`config.mk`:
```
export PLATFORM = sky130hd
export DESIGN_NAME = rs_main_control
export DESIGN_NICKNAME = d
export VERILOG_FILES = /design/src/verilog/rs_transfer_state_pkg.sv /design/src/verilog/rs_decode_state_pkg.sv /design/src/verilog/rs_main_control.sv /design/src/verilog/rs_word_transfer.sv /design/src/verilog/rs_decode_sequencer.sv
export VERILOG_INCLUDE_DIRS = /design/src /design/src/include
export SDC_FILE = /design/constraint.sdc
export NUM_CORES = 1
export LEC_CHECK = 0
export BUFFER_PORTS_ARGS = -buffer_cell sky130_fd_sc_hd__buf_2
export CAP_MARGIN = 20
export CORE_MARGIN = 2
export CORE_UTILIZATION = 55
export CTS_CLUSTER_SIZE = 10
export DETAILED_ROUTE_END_ITERATION = 12
export PLACE_DENSITY = 0.79
export SYNTH_ARGS = -nofsm -noshare
export SYNTH_HDL_FRONTEND = slang
export SYNTH_SLANG_ARGS = --single-unit
```
`constraint.sdc`:
```
create_clock -name clock1 -period 2.4 [get_ports clock1]
set_input_delay 0.48 -clock clock1 [delete_from_list [all_inputs] [get_ports clock1]]
set_output_delay 0.48 -clock clock1 [all_outputs]
set_load 0.02 [all_outputs]
```
`src/include/rs_control_config.svh`:
```
`ifndef RS_CONTROL_CONFIG_SVH
`define RS_CONTROL_CONFIG_SVH

// Symbols per codeword
`define RS_WORD_LEN 31

// Width of both symbol counters
`define RS_CNT_WIDTH 5

// Input count of the last received symbol
`define RS_DATAIN_LAST (`RS_WORD_LEN - 1)

// Output count of the last corrected symbol, counter all ones
`define RS_DATAOUT_LAST ((1 << `RS_CNT_WIDTH) - 1)

// Width of root count and locator degree
`define RS_DEGREE_WIDTH 3

`endif
```
`src/verilog/rs_transfer_state_pkg.sv`:
```
`include "rs_control_config.svh"

package rs_transfer_state_pkg;

   // Symbol transfer states between the FIFO and the decoder blocks
   typedef enum logic [3:0] {
      idle             = 4'd0,
      fill             = 4'd1,
      fill_last        = 4'd2,
      hold             = 4'd3,
      drain_start      = 4'd4,
      drain_first      = 4'd5,
      drain            = 4'd6,
      drain_end        = 4'd7,
      overlap_start    = 4'd8,
      overlap          = 4'd9,
      overlap_end_full = 4'd10,
      overlap_end      = 4'd11
   } transfer_state_t;

   // Position of a symbol inside the codeword
   typedef logic [`RS_CNT_WIDTH-1:0] symbol_count_t;

endpackage

```
`src/verilog/rs_decode_state_pkg.sv`:
```
package rs_decode_state_pkg;

   // One state per step of the decode of a codeword
   // Names ending in _rx overlap reception of the next word with output
   typedef enum logic [3:0] {
      idle            = 4'd0,
      accept          = 4'd1,
      receive         = 4'd2,
      syndrome        = 4'd3,
      kes_start       = 4'd4,
      kes_wait        = 4'd5,
      correct         = 4'd6,
      output_word     = 4'd7,
      output_rx_start = 4'd8,
      output_rx       = 4'd9,
      fail_idle       = 4'd10,
      fail_rx         = 4'd11,
      clean_output    = 4'd12,
      clean_rx_start  = 4'd13,
      clean_rx        = 4'd14
   } decode_state_t;

endpackage

```
`src/verilog/rs_main_control.sv`:
```
`timescale 1ns/1ns

`include "rs_control_config.svh"

module rs_main_control (
   input  logic                        clock1,
   input  logic                        reset,
   input  logic                        start,
   input  logic                        errdetect,
   input  logic                        finish_kes,
   input  logic [`RS_DEGREE_WIDTH-1:0] rootcntr,
   input  logic [`RS_DEGREE_WIDTH-1:0] lambda_degree,
   output logic                        ready,
   output logic                        active_sc,
   output logic                        active_kes,
   output logic                        active_csee,
   output logic                        evalsynd,
   output logic                        holdsynd,
   output logic                        errfound,
   output logic                        decode_fail,
   output logic                        dataoutstart,
   output logic                        dataoutend,
   output logic                        shift_fifo,
   output logic                        hold_fifo,
   output logic                        en_infifo,
   output logic                        en_outfifo,
   output logic                        lastdataout,
   output logic                        evalerror
);

   // Reception end, seen only between the two sequencers
   logic datain_done;

   rs_decode_sequencer u_decode_sequencer (
      .clock1        (clock1),
      .reset         (reset),
      .start         (start),
      .datain_done   (datain_done),
      .errdetect     (errdetect),
      .finish_kes    (finish_kes),
      .dataoutend    (dataoutend),
      .rootcntr      (rootcntr),
      .lambda_degree (lambda_degree),
      .ready         (ready),
      .active_sc     (active_sc),
      .active_kes    (active_kes),
      .active_csee   (active_csee),
      .evalsynd      (evalsynd),
      .errfound      (errfound),
      .decode_fail   (decode_fail),
      .en_outfifo    (en_outfifo)
   );

   rs_word_transfer u_word_transfer (
      .clock1       (clock1),
      .reset        (reset),
      .active_sc    (active_sc),
      .en_outfifo   (en_outfifo),
      .datain_done  (datain_done),
      .dataoutstart (dataoutstart),
      .dataoutend   (dataoutend),
      .shift_fifo   (shift_fifo),
      .hold_fifo    (hold_fifo),
      .en_infifo    (en_infifo),
      .holdsynd     (holdsynd),
      .lastdataout  (lastdataout),
      .evalerror    (evalerror)
   );

endmodule

```
`src/verilog/rs_word_transfer.sv`:
```
`timescale 1ns/1ns

`include "rs_control_config.svh"

module rs_word_transfer (
   input  logic clock1,
   input  logic reset,
   input  logic active_sc,
   input  logic en_outfifo,
   output logic datain_done,
   output logic dataoutstart,
   output logic dataoutend,
   output logic shift_fifo,
   output logic hold_fifo,
   output logic en_infifo,
   output logic holdsynd,
   output logic lastdataout,
   output logic evalerror
);

   rs_transfer_state_pkg::transfer_state_t state;
   rs_transfer_state_pkg::transfer_state_t next_state;
   rs_transfer_state_pkg::symbol_count_t   cnt_in;
   rs_transfer_state_pkg::symbol_count_t   cnt_out;
   logic                                   cnt_in_en;
   logic                                   cnt_out_en;
   logic                                   in_last;

   assign in_last     = (cnt_in == rs_transfer_state_pkg::symbol_count_t'(`RS_DATAIN_LAST));
   assign lastdataout = (cnt_out == rs_transfer_state_pkg::symbol_count_t'(`RS_DATAOUT_LAST));

   // Output symbols are evaluated while the output counter runs
   assign evalerror = cnt_out_en;

   always_ff @(posedge clock1 or negedge reset) begin
      if (!reset) begin
         state <= rs_transfer_state_pkg::idle;
      end else begin
         state <= next_state;
      end
   end

   // Symbol counters restart from zero whenever their enable drops
   always_ff @(posedge clock1 or negedge reset) begin
      if (!reset) begin
         cnt_in  <= '0;
         cnt_out <= '0;
      end else begin
         cnt_in  <= cnt_in_en ? cnt_in + 1'b1 : '0;
         cnt_out <= cnt_out_en ? cnt_out + 1'b1 : '0;
      end
   end

   always_comb begin
      next_state = state;
      case (state)
         rs_transfer_state_pkg::idle: begin
            if (active_sc) begin
               next_state = rs_transfer_state_pkg::fill;
            end
         end
         rs_transfer_state_pkg::fill: begin
            if (in_last) begin
               next_state = rs_transfer_state_pkg::fill_last;
            end
         end
         rs_transfer_state_pkg::fill_last: begin
            next_state = rs_transfer_state_pkg::hold;
         end
         rs_transfer_state_pkg::hold: begin
            if (en_outfifo) begin
               next_state = rs_transfer_state_pkg::drain_start;
            end
         end
         rs_transfer_state_pkg::drain_start: begin
            if (active_sc) begin
               next_state = rs_transfer_state_pkg::overlap_start;
            end else begin
               next_state = rs_transfer_state_pkg::drain_first;
            end
         end
         rs_transfer_state_pkg::drain_first: begin
            if (active_sc) begin
               next_state = rs_transfer_state_pkg::overlap;
            end else begin
               next_state = rs_transfer_state_pkg::drain;
            end
         end
         rs_transfer_state_pkg::drain: begin
            if (active_sc) begin
               next_state = rs_transfer_state_pkg::overlap;
            end else if (lastdataout) begin
               next_state = rs_transfer_state_pkg::drain_end;
            end
         end
         rs_transfer_state_pkg::drain_end: begin
            // A new word may already be waiting at the end of output
            if (active_sc) begin
               next_state = rs_transfer_state_pkg::fill;
            end else begin
               next_state = rs_transfer_state_pkg::idle;
            end
         end
         rs_transfer_state_pkg::overlap_start: begin
            next_state = rs_transfer_state_pkg::overlap;
         end
         rs_transfer_state_pkg::overlap: begin
            if (lastdataout && in_last) begin
               next_state = rs_transfer_state_pkg::overlap_end_full;
            end else if (lastdataout) begin
               next_state = rs_transfer_state_pkg::overlap_end;
            end
         end
         rs_transfer_state_pkg::overlap_end_full: begin
            next_state = rs_transfer_state_pkg::hold;
         end
         rs_transfer_state_pkg::overlap_end: begin
            if (in_last) begin
               next_state = rs_transfer_state_pkg::fill_last;
            end else begin
               next_state = rs_transfer_state_pkg::fill;
            end
         end
         default: begin
            next_state = rs_transfer_state_pkg::idle;
         end
      endcase
   end

   // Moore outputs and counter enables
   always_comb begin
      datain_done  = 1'b0;
      dataoutstart = 1'b0;
      dataoutend   = 1'b0;
      shift_fifo   = 1'b0;
      hold_fifo    = 1'b0;
      en_infifo    = 1'b0;
      holdsynd     = 1'b0;
      cnt_in_en    = 1'b0;
      cnt_out_en   = 1'b0;
      case (state)
         rs_transfer_state_pkg::fill: begin
            shift_fifo = 1'b1;
            en_infifo  = 1'b1;
            cnt_in_en  = 1'b1;
         end
         rs_transfer_state_pkg::fill_last: begin
            shift_fifo  = 1'b1;
            en_infifo   = 1'b1;
            datain_done = 1'b1;
         end
         rs_transfer_state_pkg::hold: begin
            hold_fifo = 1'b1;
            holdsynd  = 1'b1;
         end
         rs_transfer_state_pkg::drain_start: begin
            hold_fifo  = 1'b1;
            cnt_out_en = 1'b1;
         end
         rs_transfer_state_pkg::drain_first: begin
            dataoutstart = 1'b1;
            shift_fifo   = 1'b1;
            cnt_out_en   = 1'b1;
         end
         rs_transfer_state_pkg::drain: begin
            shift_fifo = 1'b1;
            cnt_out_en = 1'b1;
         end
         rs_transfer_state_pkg::drain_end: begin
            dataoutend = 1'b1;
         end
         rs_transfer_state_pkg::overlap_start: begin
            dataoutstart = 1'b1;
            shift_fifo   = 1'b1;
            en_infifo    = 1'b1;
            cnt_in_en    = 1'b1;
            cnt_out_en   = 1'b1;
         end
         rs_transfer_state_pkg::overlap: begin
            shift_fifo = 1'b1;
            en_infifo  = 1'b1;
            cnt_in_en  = 1'b1;
            cnt_out_en = 1'b1;
         end
         rs_transfer_state_pkg::overlap_end_full: begin
            dataoutend  = 1'b1;
            shift_fifo  = 1'b1;
            en_infifo   = 1'b1;
            datain_done = 1'b1;
         end
         rs_transfer_state_pkg::overlap_end: begin
            dataoutend = 1'b1;
            shift_fifo = 1'b1;
            en_infifo  = 1'b1;
            cnt_in_en  = 1'b1;
         end
         default: begin
            cnt_in_en = 1'b0;
         end
      endcase
   end

   assert property (@(posedge clock1) disable iff (!reset)
      !(hold_fifo && shift_fifo));

   // Output end is a pulse, never a level
   assert property (@(posedge clock1) disable iff (!reset)
      dataoutend |=> !dataoutend);

endmodule

```
`src/verilog/rs_decode_sequencer.sv`:
```
`timescale 1ns/1ns

`include "rs_control_config.svh"

module rs_decode_sequencer (
   input  logic                        clock1,
   input  logic                        reset,
   input  logic                        start,
   input  logic                        datain_done,
   input  logic                        errdetect,
   input  logic                        finish_kes,
   input  logic                        dataoutend,
   input  logic [`RS_DEGREE_WIDTH-1:0] rootcntr,
   input  logic [`RS_DEGREE_WIDTH-1:0] lambda_degree,
   output logic                        ready,
   output logic                        active_sc,
   output logic                        active_kes,
   output logic                        active_csee,
   output logic                        evalsynd,
   output logic                        errfound,
   output logic                        decode_fail,
   output logic                        en_outfifo
);

   rs_decode_state_pkg::decode_state_t state;
   rs_decode_state_pkg::decode_state_t next_state;
   rs_decode_state_pkg::decode_state_t rx_resume;
   logic                               degree_match;
   logic                               datain_done_q;

   // Correction is good only if every locator root was found
   assign degree_match = (rootcntr == lambda_degree);

   // Overlapped reception may finish on the same cycle as the output
   assign rx_resume = datain_done ? rs_decode_state_pkg::syndrome
                                  : rs_decode_state_pkg::receive;

   always_ff @(posedge clock1 or negedge reset) begin
      if (!reset) begin
         state         <= rs_decode_state_pkg::idle;
         datain_done_q <= 1'b0;
      end else begin
         state         <= next_state;
         datain_done_q <= datain_done;
      end
   end

   always_comb begin
      next_state = state;
      case (state)
         rs_decode_state_pkg::idle: begin
            if (start) begin
               next_state = rs_decode_state_pkg::accept;
            end
         end
         rs_decode_state_pkg::accept: begin
            next_state = rs_decode_state_pkg::receive;
         end
         rs_decode_state_pkg::receive: begin
            if (datain_done) begin
               next_state = rs_decode_state_pkg::syndrome;
            end
         end
         rs_decode_state_pkg::syndrome: begin
            if (errdetect) begin
               next_state = rs_decode_state_pkg::kes_start;
            end else begin
               next_state = rs_decode_state_pkg::clean_output;
            end
         end
         rs_decode_state_pkg::kes_start: begin
            next_state = rs_decode_state_pkg::kes_wait;
         end
         rs_decode_state_pkg::kes_wait: begin
            if (finish_kes) begin
               next_state = rs_decode_state_pkg::correct;
            end
         end
         rs_decode_state_pkg::correct: begin
            next_state = rs_decode_state_pkg::output_word;
         end
         rs_decode_state_pkg::output_word: begin
            if (dataoutend) begin
               next_state = degree_match ? rs_decode_state_pkg::idle
                                         : rs_decode_state_pkg::fail_idle;
            end else if (start) begin
               next_state = rs_decode_state_pkg::output_rx_start;
            end
         end
         rs_decode_state_pkg::output_rx_start,
         rs_decode_state_pkg::output_rx: begin
            if (dataoutend) begin
               next_state = degree_match ? rx_resume : rs_decode_state_pkg::fail_rx;
            end else begin
               next_state = rs_decode_state_pkg::output_rx;
            end
         end
         rs_decode_state_pkg::fail_idle: begin
            next_state = start ? rs_decode_state_pkg::accept : rs_decode_state_pkg::idle;
         end
         rs_decode_state_pkg::fail_rx: begin
            // Catch a reception end that came with the last output symbol
            if (datain_done || datain_done_q) begin
               next_state = rs_decode_state_pkg::syndrome;
            end else begin
               next_state = rs_decode_state_pkg::receive;
            end
         end
         rs_decode_state_pkg::clean_output: begin
            if (dataoutend) begin
               next_state = rs_decode_state_pkg::idle;
            end else if (start) begin
               next_state = rs_decode_state_pkg::clean_rx_start;
            end
         end
         rs_decode_state_pkg::clean_rx_start,
         rs_decode_state_pkg::clean_rx: begin
            if (dataoutend) begin
               next_state = rx_resume;
            end else begin
               next_state = rs_decode_state_pkg::clean_rx;
            end
         end
         default: begin
            next_state = rs_decode_state_pkg::idle;
         end
      endcase
   end

   // Moore outputs
   always_comb begin
      ready       = 1'b1;
      active_sc   = 1'b0;
      active_kes  = 1'b0;
      active_csee = 1'b0;
      evalsynd    = 1'b0;
      errfound    = 1'b0;
      decode_fail = 1'b0;
      en_outfifo  = 1'b0;
      case (state)
         rs_decode_state_pkg::receive: begin
            active_sc = 1'b1;
         end
         rs_decode_state_pkg::syndrome: begin
            ready    = 1'b0;
            evalsynd = 1'b1;
         end
         rs_decode_state_pkg::kes_start: begin
            ready      = 1'b0;
            active_kes = 1'b1;
            errfound   = 1'b1;
         end
         rs_decode_state_pkg::kes_wait: begin
            ready      = 1'b0;
            active_kes = 1'b1;
         end
         rs_decode_state_pkg::correct: begin
            ready       = 1'b0;
            active_kes  = 1'b1;
            active_csee = 1'b1;
         end
         rs_decode_state_pkg::output_word,
         rs_decode_state_pkg::output_rx: begin
            active_kes = 1'b1;
            en_outfifo = 1'b1;
         end
         rs_decode_state_pkg::output_rx_start: begin
            active_sc  = 1'b1;
            active_kes = 1'b1;
            en_outfifo = 1'b1;
         end
         rs_decode_state_pkg::fail_idle,
         rs_decode_state_pkg::fail_rx: begin
            decode_fail = 1'b1;
         end
         rs_decode_state_pkg::clean_output,
         rs_decode_state_pkg::clean_rx: begin
            en_outfifo = 1'b1;
         end
         rs_decode_state_pkg::clean_rx_start: begin
            active_sc  = 1'b1;
            en_outfifo = 1'b1;
         end
         default: begin
            ready = 1'b1;
         end
      endcase
   end

   // Syndrome input and solver share time only while an old word drains
   assert property (@(posedge clock1) disable iff (!reset)
      (active_kes && active_sc) |-> (state inside {rs_decode_state_pkg::output_rx_start,
                                                   rs_decode_state_pkg::output_rx}));

   assert property (@(posedge clock1) disable iff (!reset)
      decode_fail |-> ready);

endmodule

```
==> results of run 1 <==
==> critical path: stages (launching register included) <==
cell and delay (ns):
sky130_fd_sc_hd__dfrtp_2 0.52, sky130_fd_sc_hd__nand2b_1 0.28, sky130_fd_sc_hd__and2_1 0.19, sky130_fd_sc_hd__o22a_1 0.25, sky130_fd_sc_hd__inv_2 0.08, sky130_fd_sc_hd__buf_2 0.16
==> sequential cells by signal (all words and copies together) (netlist names) <==
name,cells
u_decode_sequencer.datain_done_q,1
u_decode_sequencer.state,4
u_word_transfer.cnt_in,5
u_word_transfer.cnt_out,5
u_word_transfer.state,4
==> cell type report <==
class	instances	share of cell area
multi-input combinational	136	0.545
sequential	19	0.291
timing repair buffer	31	0.102
tap	30	0.0229
inverter	9	0.0221
clock buffer	3	0.0137
clock inverter	1	0.00305
==> per-layer routing <==
metal,track usage,up-vias
met5,0,-
met4,0.0976,0
met3,0.0372,4
met2,0.376,38
met1,0.309,650
li1,-,667
==> per-stage QoR <==
stage,worst slack (ns),cell area (um^2),hold WS (ns)
4_1_cts,0.0194,1640,0.100
2_1_floorplan,0.581,1470,0.184
6_report,0.123,1640,0.0948
3_5_place_dp,0.380,1610,0.437
5_1_grt,0.0151,1640,0.119
3_3_place_gp,0.439,1610,0.440
==> cells in the final DEF (no fill, tap or decap), types with 2 or more instances in the layout <==
| master | netlist | layout |
|---|---|---|
| sky130_fd_sc_hd__a211oi_1 | 3 | 3 |
| sky130_fd_sc_hd__a21oi_1 | 7 | 7 |
| sky130_fd_sc_hd__and2_1 | 3 | 3 |
| sky130_fd_sc_hd__and3_1 | 3 | 3 |
| sky130_fd_sc_hd__and3b_1 | 2 | 2 |
| sky130_fd_sc_hd__buf_2 | 2 | 26 |
| sky130_fd_sc_hd__buf_4 | 1 | 5 |
| sky130_fd_sc_hd__clkbuf_4 | 0 | 3 |
| sky130_fd_sc_hd__dfrtp_1 | 19 | 17 |
| sky130_fd_sc_hd__dfrtp_2 | 0 | 2 |
| sky130_fd_sc_hd__ha_1 | 4 | 4 |
| sky130_fd_sc_hd__inv_1 | 4 | 4 |
| sky130_fd_sc_hd__inv_2 | 3 | 3 |
| sky130_fd_sc_hd__mux2i_1 | 2 | 2 |
| sky130_fd_sc_hd__nand2_1 | 7 | 7 |
| sky130_fd_sc_hd__nand2b_1 | 10 | 10 |
| sky130_fd_sc_hd__nand3_1 | 5 | 5 |
| sky130_fd_sc_hd__nand3b_1 | 2 | 2 |
| sky130_fd_sc_hd__nor2_1 | 25 | 25 |
| sky130_fd_sc_hd__nor2b_1 | 2 | 2 |
| sky130_fd_sc_hd__nor3_1 | 6 | 6 |
| sky130_fd_sc_hd__o21ai_0 | 10 | 10 |
| sky130_fd_sc_hd__o21ai_1 | 5 | 5 |
| sky130_fd_sc_hd__o22a_1 | 2 | 2 |
| sky130_fd_sc_hd__xnor2_1 | 4 | 4 |
| sky130_fd_sc_hd__xor2_1 | 8 | 8 |
==> Yosys cell counts, types with 3 or more instances <==
cell type	n	area share
sky130_fd_sc_hd__and2_1	3	0.013
sky130_fd_sc_hd__nor3_1	6	0.020
sky130_fd_sc_hd__a21oi_1	7	0.024
sky130_fd_sc_hd__ha_1	4	0.034
sky130_fd_sc_hd__o21ai_0	10	0.034
sky130_fd_sc_hd__a211oi_1	3	0.015
sky130_fd_sc_hd__and3_1	3	0.013
sky130_fd_sc_hd__o21ai_1	5	0.017
sky130_fd_sc_hd__nor2_1	25	0.064
sky130_fd_sc_hd__xnor2_1	4	0.024
sky130_fd_sc_hd__nand2b_1	10	0.043
sky130_fd_sc_hd__inv_1	4	0.010
sky130_fd_sc_hd__nand2_1	7	0.018
sky130_fd_sc_hd__nand3_1	5	0.017
sky130_fd_sc_hd__dfrtp_1	19	0.32
sky130_fd_sc_hd__inv_2	3	0.0077
sky130_fd_sc_hd__xor2_1	8	0.048
sky130_fd_sc_hd__clkbuf_1	5	0.013
==> logic make-up after synthesis <==
| kind of cell | after synthesis |
|---|---|
| fa+ha+maj | 5 |
| buf+inv | 20 |
| xor+xnor | 12 |
| flops | 19 |
| simple gates | 76 |
| mux | 2 |
| compound gates | 41 |
==> worst max path at each step <==
stage | cells after the start | start | end
6_report | 5 | u_word_transfer.state[2]$_DFFE_PN0P_ | evalerror
5_1_grt | 5 | u_word_transfer.state[1]$_DFFE_PN0P_ | en_infifo
4_1_cts | 5 | u_word_transfer.state[3]$_DFFE_PN0P_ | evalerror
3_5_place_dp | 5 | u_word_transfer.state[3]$_DFFE_PN0P_ | evalerror
3_3_place_gp | 5 | u_word_transfer.state[3]$_DFFE_PN0P_ | evalerror
2_1_floorplan | 6 | u_word_transfer.state[0]$_DFFE_PN0P_ | u_word_transfer.state[1]$_DFFE_PN0P_
==> where the power goes <==
| group | switching [mW] | internal [mW] | leakage [nW] |
|---|---|---|---|
| Sequential | 0.144 | 0.417 | 0.247 |
| Clock | 0.105 | 0.0622 | 0.0177 |
| Combinational | 0.879 | 0.567 | 0.512 |
==> results_dict.tcl, run 1 <==
set metrics [dict create \
    clock_latency_ns 0.30 \
    antenna-diode-count 0 \
    arrival_ns 1.80 \
    maxCapViolCount 0 \
    total_leakage_power_nw 0.777 \
    detail_route.iter0.violations 31 \
    post_synth_and_or_nand_nor_area_fraction 0.287 \
    antenna_found_initial 0 \
    unrepaired_setup_endpoints_after_global_routing "no" \
    postSynth.topFlopCell "sky130_fd_sc_hd__dfrtp_1" \
    layout.filler_cells 223 \
    postRouteWirelength_um 3380 \
    clock_tree.root_cell "sky130_fd_sc_hd__clkbuf_4" \
    setup.worst_path.class "reg2out" \
    via_per_inst 5.93 \
    status "finished clean" \
    synth.area.mux_share 0.0136 \
    number_of_buffers_on_the_longest_clock_path 2 \
    critical_path.reg2reg.endpoint "u_decode_sequencer.state[1]$_DFFE_PN0P_" \
    postCtsSetupBuffers 0 \
    critical_path_peak_fanout 15 \
    number_of_enable_type_register_cells_in_the_synthesized_netlist 0 \
    drt_pass1_iterations 4 \
    dr_wl_met2_um 1730 \
    worstSetupStartpointType "flip-flop" \
    wirelength_met1_um 1470 \
    synthesis_warnings 0 \
    synth_compound_area_frac 0.195 \
    min-delay-path-class "in2async" \
    detailed_place_hpwl_um 2500 \
    ff2ff_setup_slack_ns 0.50 \
    netlist-cell-type-count 55 \
    tightestPinTransition_ns 0.498 \
    num_vias 1359 \
    critical_path.endpoint_type "primary output" \
    drcViolationCount 0 \
    final_standard_cell_count_with_taps_included_and_fillers_excluded 229 \
    power-per-cell-area_nw_per_um2 1330 \
    final_critical_path_required_period_ns 2.28 \
    finish.utilization 0.656 \
    met3_wl_post_dr_um 142 \
    post-place-cells 225 \
    floorplan.die_area_um2 3100 \
    min_period_over_period 0.949 \
    rows 18 \
    finish.net_count 215 \
    critical_path_required_ns 1.92 \
    synth_seq_area_share 0.324 \
    post_route_skew_ns 0.00259 \
    asyncSetResetFlopFracSynth 1.00 \
    placement.io_buffers 26 \
    synth.avg_cell_area_um2 8.39 \
    placeable_area_um2 2500 \
    synth-seq-cells 19 \
    top_layer_used "met4" \
    cts_tree "built" \
    totalNegativeSetupSlack_ns 0 \
    fp.dieH_um 55.7 \
    timing_hold_violations_final 0 \
    grt_overflow_total 0 \
    gp_congestion 0.863 \
    largest_family_of_logic_cells_by_synthesized_area "simple AND/OR/NAND/NOR gates" \
    cts.clk_slew.worst_paths_ns 0.11 \
    clock_sinks 19 \
    register_area_um2 478 \
    final_max_slew_viol_count 0 \
    worst_r2r_path_depth 6 \
    number_of_global_route_vias_before_repair 1318 \
    post_synth_xor_area_fraction 0.0716 \
    cts-resized-gates 0 \
    grt_first_pass_wirelength_um 5800 \
    setup_viol 0 \
    deepest_level_of_the_cts_h_tree 1 \
    num_io_pins 27 \
    syn-instance-count 175 \
    final_layout_size_suffix_gt1_frac 0.236 \
    maximum_ir_drop_on_the_vdd_rail_v 0.000752 \
    areaGrowthSynthToFinish_pct 11.8 \
    antenna_left 0 \
    synth_adder_area_share 0.0409 \
    grt_start_max_net_pins 21 \
    maxSlewHeadroom 0.665 \
    fmax_ghz 0.439 \
    synth_nets 190 \
    holdBufCountCts 0 \
    post_synth_instance_area_um2 1470 \
    multi_input_comb_area_um2 893 \
    cts_made_buffers 3 \
    grt_util_all_layers 0.232 \
    chipWidth_um 55.7 \
    start_util 0.587 \
    finalPower_mw 2.18 \
    final_routed_wire_length_divided_by_cell_count_um 14.7 \
    critical_path.reg2reg.startpoint "u_word_transfer.state[1]$_DFFE_PN0P_" \
]
(Power assumes the default switching activity.)
==> inputs of run 2 (changes only) <==
CORE_UTILIZATION = 50   (was 55)
PLACE_DENSITY = 0.76   (was 0.79)
REMOVE_ABC_BUFFERS = 1   (was default)
clock period = 2.07 ns   (was 2.4 ns; I/O delays follow)
==> results_dict.tcl, run 2 (same netlist as run 1, synthesis figures left out) <==
set metrics [dict create \
    layout.cells.most_common "sky130_fd_sc_hd__nor2_1" \
    post_route_skew_ns 0.00175 \
    detailed_place_hpwl_um 2460 \
    antenna_left 0 \
    fp.dieH_um 58.2 \
    finish.net_count 224 \
    cts_made_buffers 3 \
    worst_path_largest_cell_delay_ns 0.42 \
    most-common-layout-cells "sky130_fd_sc_hd__nor2_1 (25), sky130_fd_sc_hd__buf_2 (24), sky130_fd_sc_hd__dfrtp_1 (16)" \
    setup_viol 0 \
    clock_sinks 19 \
    largest_registers "u_word_transfer.cnt_in: 5 flops, u_word_transfer.cnt_out: 5 flops" \
    cts.clk_slew.worst_paths_ns 0.11 \
    arrival_ns 1.63 \
    min-delay-path-class "in2async" \
    final_critical_path_required_period_ns 2.04 \
    timing.critical_path.max_delay_family "flip-flops" \
    number_of_buffers_on_the_longest_clock_path 2 \
    layout.filler_cells 240 \
    final_layout_size_suffix_gt1_frac 0.298 \
    grt_start_max_net_pins 21 \
    deepest_level_of_the_cts_h_tree 1 \
    drcViolationCount 0 \
    clock_tree.root_cell "sky130_fd_sc_hd__clkbuf_4" \
    crit_path_cell_trace "inv_2 > maj3_1 > nand2b_2 > nand2_1 > buf_2" \
    cp_num_buf_inv 2 \
    postRouteWirelength_um 3460 \
    final_max_slew_viol_count 0 \
    dpl-instance-area_um2 1630 \
    clock_latency_ns 0.30 \
    maximum_ir_drop_on_the_vdd_rail_v 0.00136 \
    worst_path_max_delay_cell "sky130_fd_sc_hd__dfrtp_1" \
    num_vias 1409 \
    cts_tree "built" \
    final_routed_wire_length_divided_by_cell_count_um 14.5 \
    power-per-cell-area_nw_per_um2 1540 \
    worst_r2r_path_depth 6 \
    areaGrowthSynthToFinish_pct 18.8 \
    hold-worst-slack_ns 0.0226 \
    placement.io_buffers 26 \
    num_io_pins 27 \
    status "finished clean" \
    chipWidth_um 58.2 \
    start_util 0.528 \
    maxSlewHeadroom 0.669 \
    floorplan.die_area_um2 3380 \
    grt_use_met2 0.349 \
    setup.worst_path.class "reg2out" \
    grt.met3_usage 0.0424 \
    worstSetupStartpointType "flip-flop" \
    grt_overflow_total 0 \
    rows 19 \
    grt_first_pass_wirelength_um 5670 \
    worst-path-stages 5 \
    drt_pass1_iterations 4 \
    tightestPinTransition_ns 0.492 \
    detail_route.iter0.violations 68 \
    min_period_over_period 0.986 \
    gp_congestion 0.888 \
    finish.utilization 0.627 \
    critical_path_peak_fanout 8 \
    total_leakage_power_nw 0.825 \
    number_of_global_route_vias_before_repair 1239 \
    final_cell_area_um2 1740 \
    global_route.peak_usage_layer "met2" \
    final_standard_cell_count_with_taps_included_and_fillers_excluded 239 \
    timing_hold_violations_final 0 \
    placeable_area_um2 2780 \
    via_per_inst 5.90 \
    post-place-cells 228 \
    antenna_found_initial 0 \
    totalNegativeSetupSlack_ns 0 \
    antenna-diode-count 0 \
    critical_path.endpoint_type "primary output" \
    critical_path_required_ns 1.66 \
    grt.met1_usage 0.300 \
    maxCapViolCount 0 \
    fmax_ghz 0.490 \
    grt_util_all_layers 0.215 \
]
[run 2: path summary, 6_finish.rpt]
path	startpoint	end	slack, ns
setup / recovery	u_word_transfer.state[1]$_DFFE_PN0P_	en_infifo	0.03
hold / removal	reset	u_word_transfer.state[2]$_DFFE_PN0P_	0.02
setup reg to reg	u_word_transfer.state[2]$_DFFE_PN0P_	u_decode_sequencer.state[1]$_DFFE_PN0P_	0.28
hold reg to reg	u_word_transfer.cnt_out[0]$_DFF_PN0_	u_word_transfer.cnt_out[0]$_DFF_PN0_	0.48
max in group asynchronous	reset	u_word_transfer.state[3]$_DFFE_PN0P_	1.74
min in group clock1	start	u_decode_sequencer.state[3]$_DFFE_PN0P_	0.45
[run 2: where the power goes]
part	switching, mW	leakage (nW)	internal (mW)
combinational	1.11	0.565	0.766
sequential	0.116	0.246	0.486
clock	0.126	0.0139	0.0737
[run 2: timing repair]
action | in CTS | in global routing
resized for setup | 5 | 8
hold buffers | 0 | 0
pin swaps | 0 | 2
setup buffers | 2 | 5
endpoints found under the setup margin | 4 | 6
[run 2: stage by stage]
| stage | power [mW] | worst slack [ns] |
|---|---|---|
| floorplan | 1.81 | 0.143 |
| global placement | 2.27 | 0.267 |
| detailed placement | 2.33 | 0.216 |
| CTS | 2.56 | 0.00327 |
| global route | 2.88 | -0.0299 |
| finish | 2.68 | 0.0296 |
[run 2: worst reg2reg max path, delay by kind of cell (launching register included)]
| family | cells | cell delay [ns] |
|---|---|---|
| AND/OR/NAND/NOR | 3 | 0.90 |
| AO/OA/AOI/OAI | 2 | 0.21 |
| buffers and inverters | 1 | 0.15 |
| flip-flops | 1 | 0.46 |
[run 2: cell type report]
cell class / count / area (um^2) / area share
repair buffers: 40 / 248 / 0.142
well taps: 31 / 38.8 / 0.0223
multi-input cells: 136 / 911 / 0.523
clock buffers: 3 / 22.5 / 0.0129
clock inverters: 1 / 7.51 / 0.00431
flip-flops and latches: 19 / 479 / 0.275
inverters: 9 / 36.3 / 0.0208
[run 2: routing by layer]
layer,part of all wire,up-vias
li1,-,685
met1,0.44,668
met2,0.49,54
met3,0.061,2
met4,0.0026,0
met5,0,-
==> inputs of run 3 (changes only) <==
CORE_UTILIZATION = 52   (was 50)
CTS_BUF_LIST = sky130_fd_sc_hd__clkbuf_4   (was default)
GPL_TIMING_DRIVEN = 0   (was default)
MAX_ROUTING_LAYER = met4   (was default)
PLACE_DENSITY = 0.78   (was 0.76)
==> results_dict.tcl, run 3 (same netlist as run 1, synthesis figures left out) <==
set metrics [dict create \
    status "finished clean" \
    number_of_buffers_on_the_longest_clock_path 2 \
    seq_power_share 0.219 \
    critical_path.reg2reg.startpoint "u_decode_sequencer.state[3]$_DFFE_PN0P_" \
    postRouteWirelength_um 3900 \
    setup_viol 0 \
    tightestPinTransition_ns 0.453 \
    grt_util_all_layers 0.256 \
    arrival_ns 1.64 \
    finalPower_mw 2.86 \
    via_per_inst 6.01 \
    maxSlewHeadroom 0.696 \
    worst_r2r_path_depth 7 \
    layout.filler_cells 219 \
    drt_pass1_iterations 4 \
    setup.worst_path.class "reg2out" \
    critical_path_peak_fanout 4 \
    final_max_slew_viol_count 0 \
    num_io_pins 27 \
    cts_made_buffers 3 \
    final_critical_path_required_period_ns 2.05 \
    launching_element_of_the_worst_setup_path "u_decode_sequencer.state[3]$_DFFE_PN0P_" \
    grt_overflow_total 0 \
    finish.net_count 232 \
    deepest_level_of_the_cts_h_tree 1 \
    hold-worst-slack_ns 0.0203 \
    fmax_ghz 0.487 \
    gp_congestion 0.880 \
    most-common-layout-cells "sky130_fd_sc_hd__nor2_1 (25), sky130_fd_sc_hd__buf_2 (25), sky130_fd_sc_hd__buf_4 (20)" \
    worst_path_max_delay_cell "sky130_fd_sc_hd__or4b_4" \
    chipWidth_um 57.1 \
    ff2ff_setup_slack_ns 0.19 \
    num_vias 1485 \
    floorplan.die_area_um2 3260 \
    antenna-diode-count 0 \
    detailed_place_hpwl_um 2340 \
    clock_tree.root_cell "sky130_fd_sc_hd__clkbuf_4" \
    worstSetupStartpointType "flip-flop" \
    drcViolationCount 0 \
    placement.io_buffers 26 \
    min-delay-path-class "in2async" \
    fp.dieH_um 57.1 \
    start_util 0.542 \
    holdBufCountCts 0 \
    totalNegativeSetupSlack_ns 0 \
    areaGrowthSynthToFinish_pct 24.5 \
    number_of_global_route_vias_before_repair 1411 \
    total_leakage_power_nw 0.863 \
    critical_path_required_ns 1.66 \
    final_cell_area_um2 1830 \
    antenna_found_initial 0 \
    antenna_left 0 \
    dpl-instance-area_um2 1570 \
    final_routed_wire_length_divided_by_cell_count_um 15.8 \
    clock_sinks 19 \
    min_period_over_period 0.991 \
    worst_setup_path_endpoint "active_sc" \
    maximum_ir_drop_on_the_vdd_rail_v 0.00140 \
    layout_setup_ws_ns 0.0186 \
    cts.clk_slew.worst_paths_ns 0.12 \
    placeable_area_um2 2710 \
    internal-power_mw 1.44 \
    detail_route.iter0.violations 92 \
    power_switching_mw 1.42 \
    worst_path_largest_cell_delay_ns 0.55 \
    power-per-cell-area_nw_per_um2 1560 \
    cts_tree "built" \
    power.combinational.fraction 0.708 \
    critical_path.reg2reg.endpoint "u_word_transfer.state[1]$_DFFE_PN0P_" \
    grt_start_max_net_pins 20 \
    placement.setup.worst_slack_ns 0.0431 \
    crit_path_cell_trace "or4b_4 > o21a_4 > inv_4 > buf_6" \
    rows 19 \
    final_layout_size_suffix_gt1_frac 0.361 \
    sw_frac_of_total 0.496 \
    timing_hold_violations_final 0 \
    clockPowerShare 0.073 \
    unrepaired_setup_endpoints_after_global_routing "yes" \
    maxCapViolCount 0 \
    largest_registers "u_word_transfer.cnt_in: 5 flops, u_word_transfer.cnt_out: 5 flops" \
    clock_latency_ns 0.32 \
    grt_first_pass_wirelength_um 6420 \
    post_route_skew_ns 0.00316 \
    critical_path.endpoint_type "primary output" \
]
[run 3: cell type report]
type	count	area, um^2	share of cell area
Tap cell	31	38.8	0.0212
Clock buffer	3	22.5	0.0123
Multi-Input combinational cell	136	927	0.508
Sequential cell	19	485	0.266
Inverter	9	36.3	0.0199
Timing Repair Buffer	48	309	0.169
Clock inverter	1	7.51	0.00411
[run 3: worst min path at each step]
stage | from | end | slack (ns) | depth (start not counted)
6_report | reset | u_word_transfer.cnt_out[0]$_DFF_PN0_ | 0.02 | 1
5_1_grt | reset | u_word_transfer.cnt_in[2]$_DFF_PN0_ | 0.04 | 1
4_1_cts | reset | u_word_transfer.cnt_out[0]$_DFF_PN0_ | 0.02 | 1
3_5_place_dp | reset | u_word_transfer.state[0]$_DFFE_PN0P_ | 0.38 | 1
3_3_place_gp | reset | u_word_transfer.state[0]$_DFFE_PN0P_ | 0.37 | 1
2_1_floorplan | reset | u_decode_sequencer.datain_done_q$_DFF_PN0_ | 0.12 | 0
[run 3: critical path, delay by kind of cell (launching register included)]
kind	cells	cell delay, ns
AOI/OAI and AO/OA	1	0.15
buffers and inverters	2	0.17
DFF	1	0.45
and+or+nand+nor	1	0.55
[run 3: metal layers]
layer  vias to the layer above  share of wire  track usage
li1                        700              -            -
met5                         -              0            -
met4                         0          0.015       0.0664
met1                       715           0.41        0.326
met2                        61           0.50        0.412
met3                         9          0.073       0.0612
[run 3: timing repair]
item                                    CTS  global route
endpoints found under the setup margin   10             6
cloned                                    0             0
pin swaps                                 0             3
gates resized for setup                  11            12
buffers inserted                         17             5
[run 3: stage by stage]
step                utilization  instances
floorplan                     -        164
global placement          0.581        221
detailed placement        0.581        221
CTS                       0.644        242
global route              0.674        247
finish                    0.674        247
[run 3: power groups by stage]
stage          sequential (mW)  combinational [mW]  clock (mW)
3_5_place_dp             0.791                1.43           0
4_1_cts                  0.607                1.85       0.214
2_1_floorplan            0.712                1.10           0
3_3_place_gp             0.776                1.38           0
6_report                 0.625                2.02       0.208
5_1_grt                  0.633                2.21       0.227
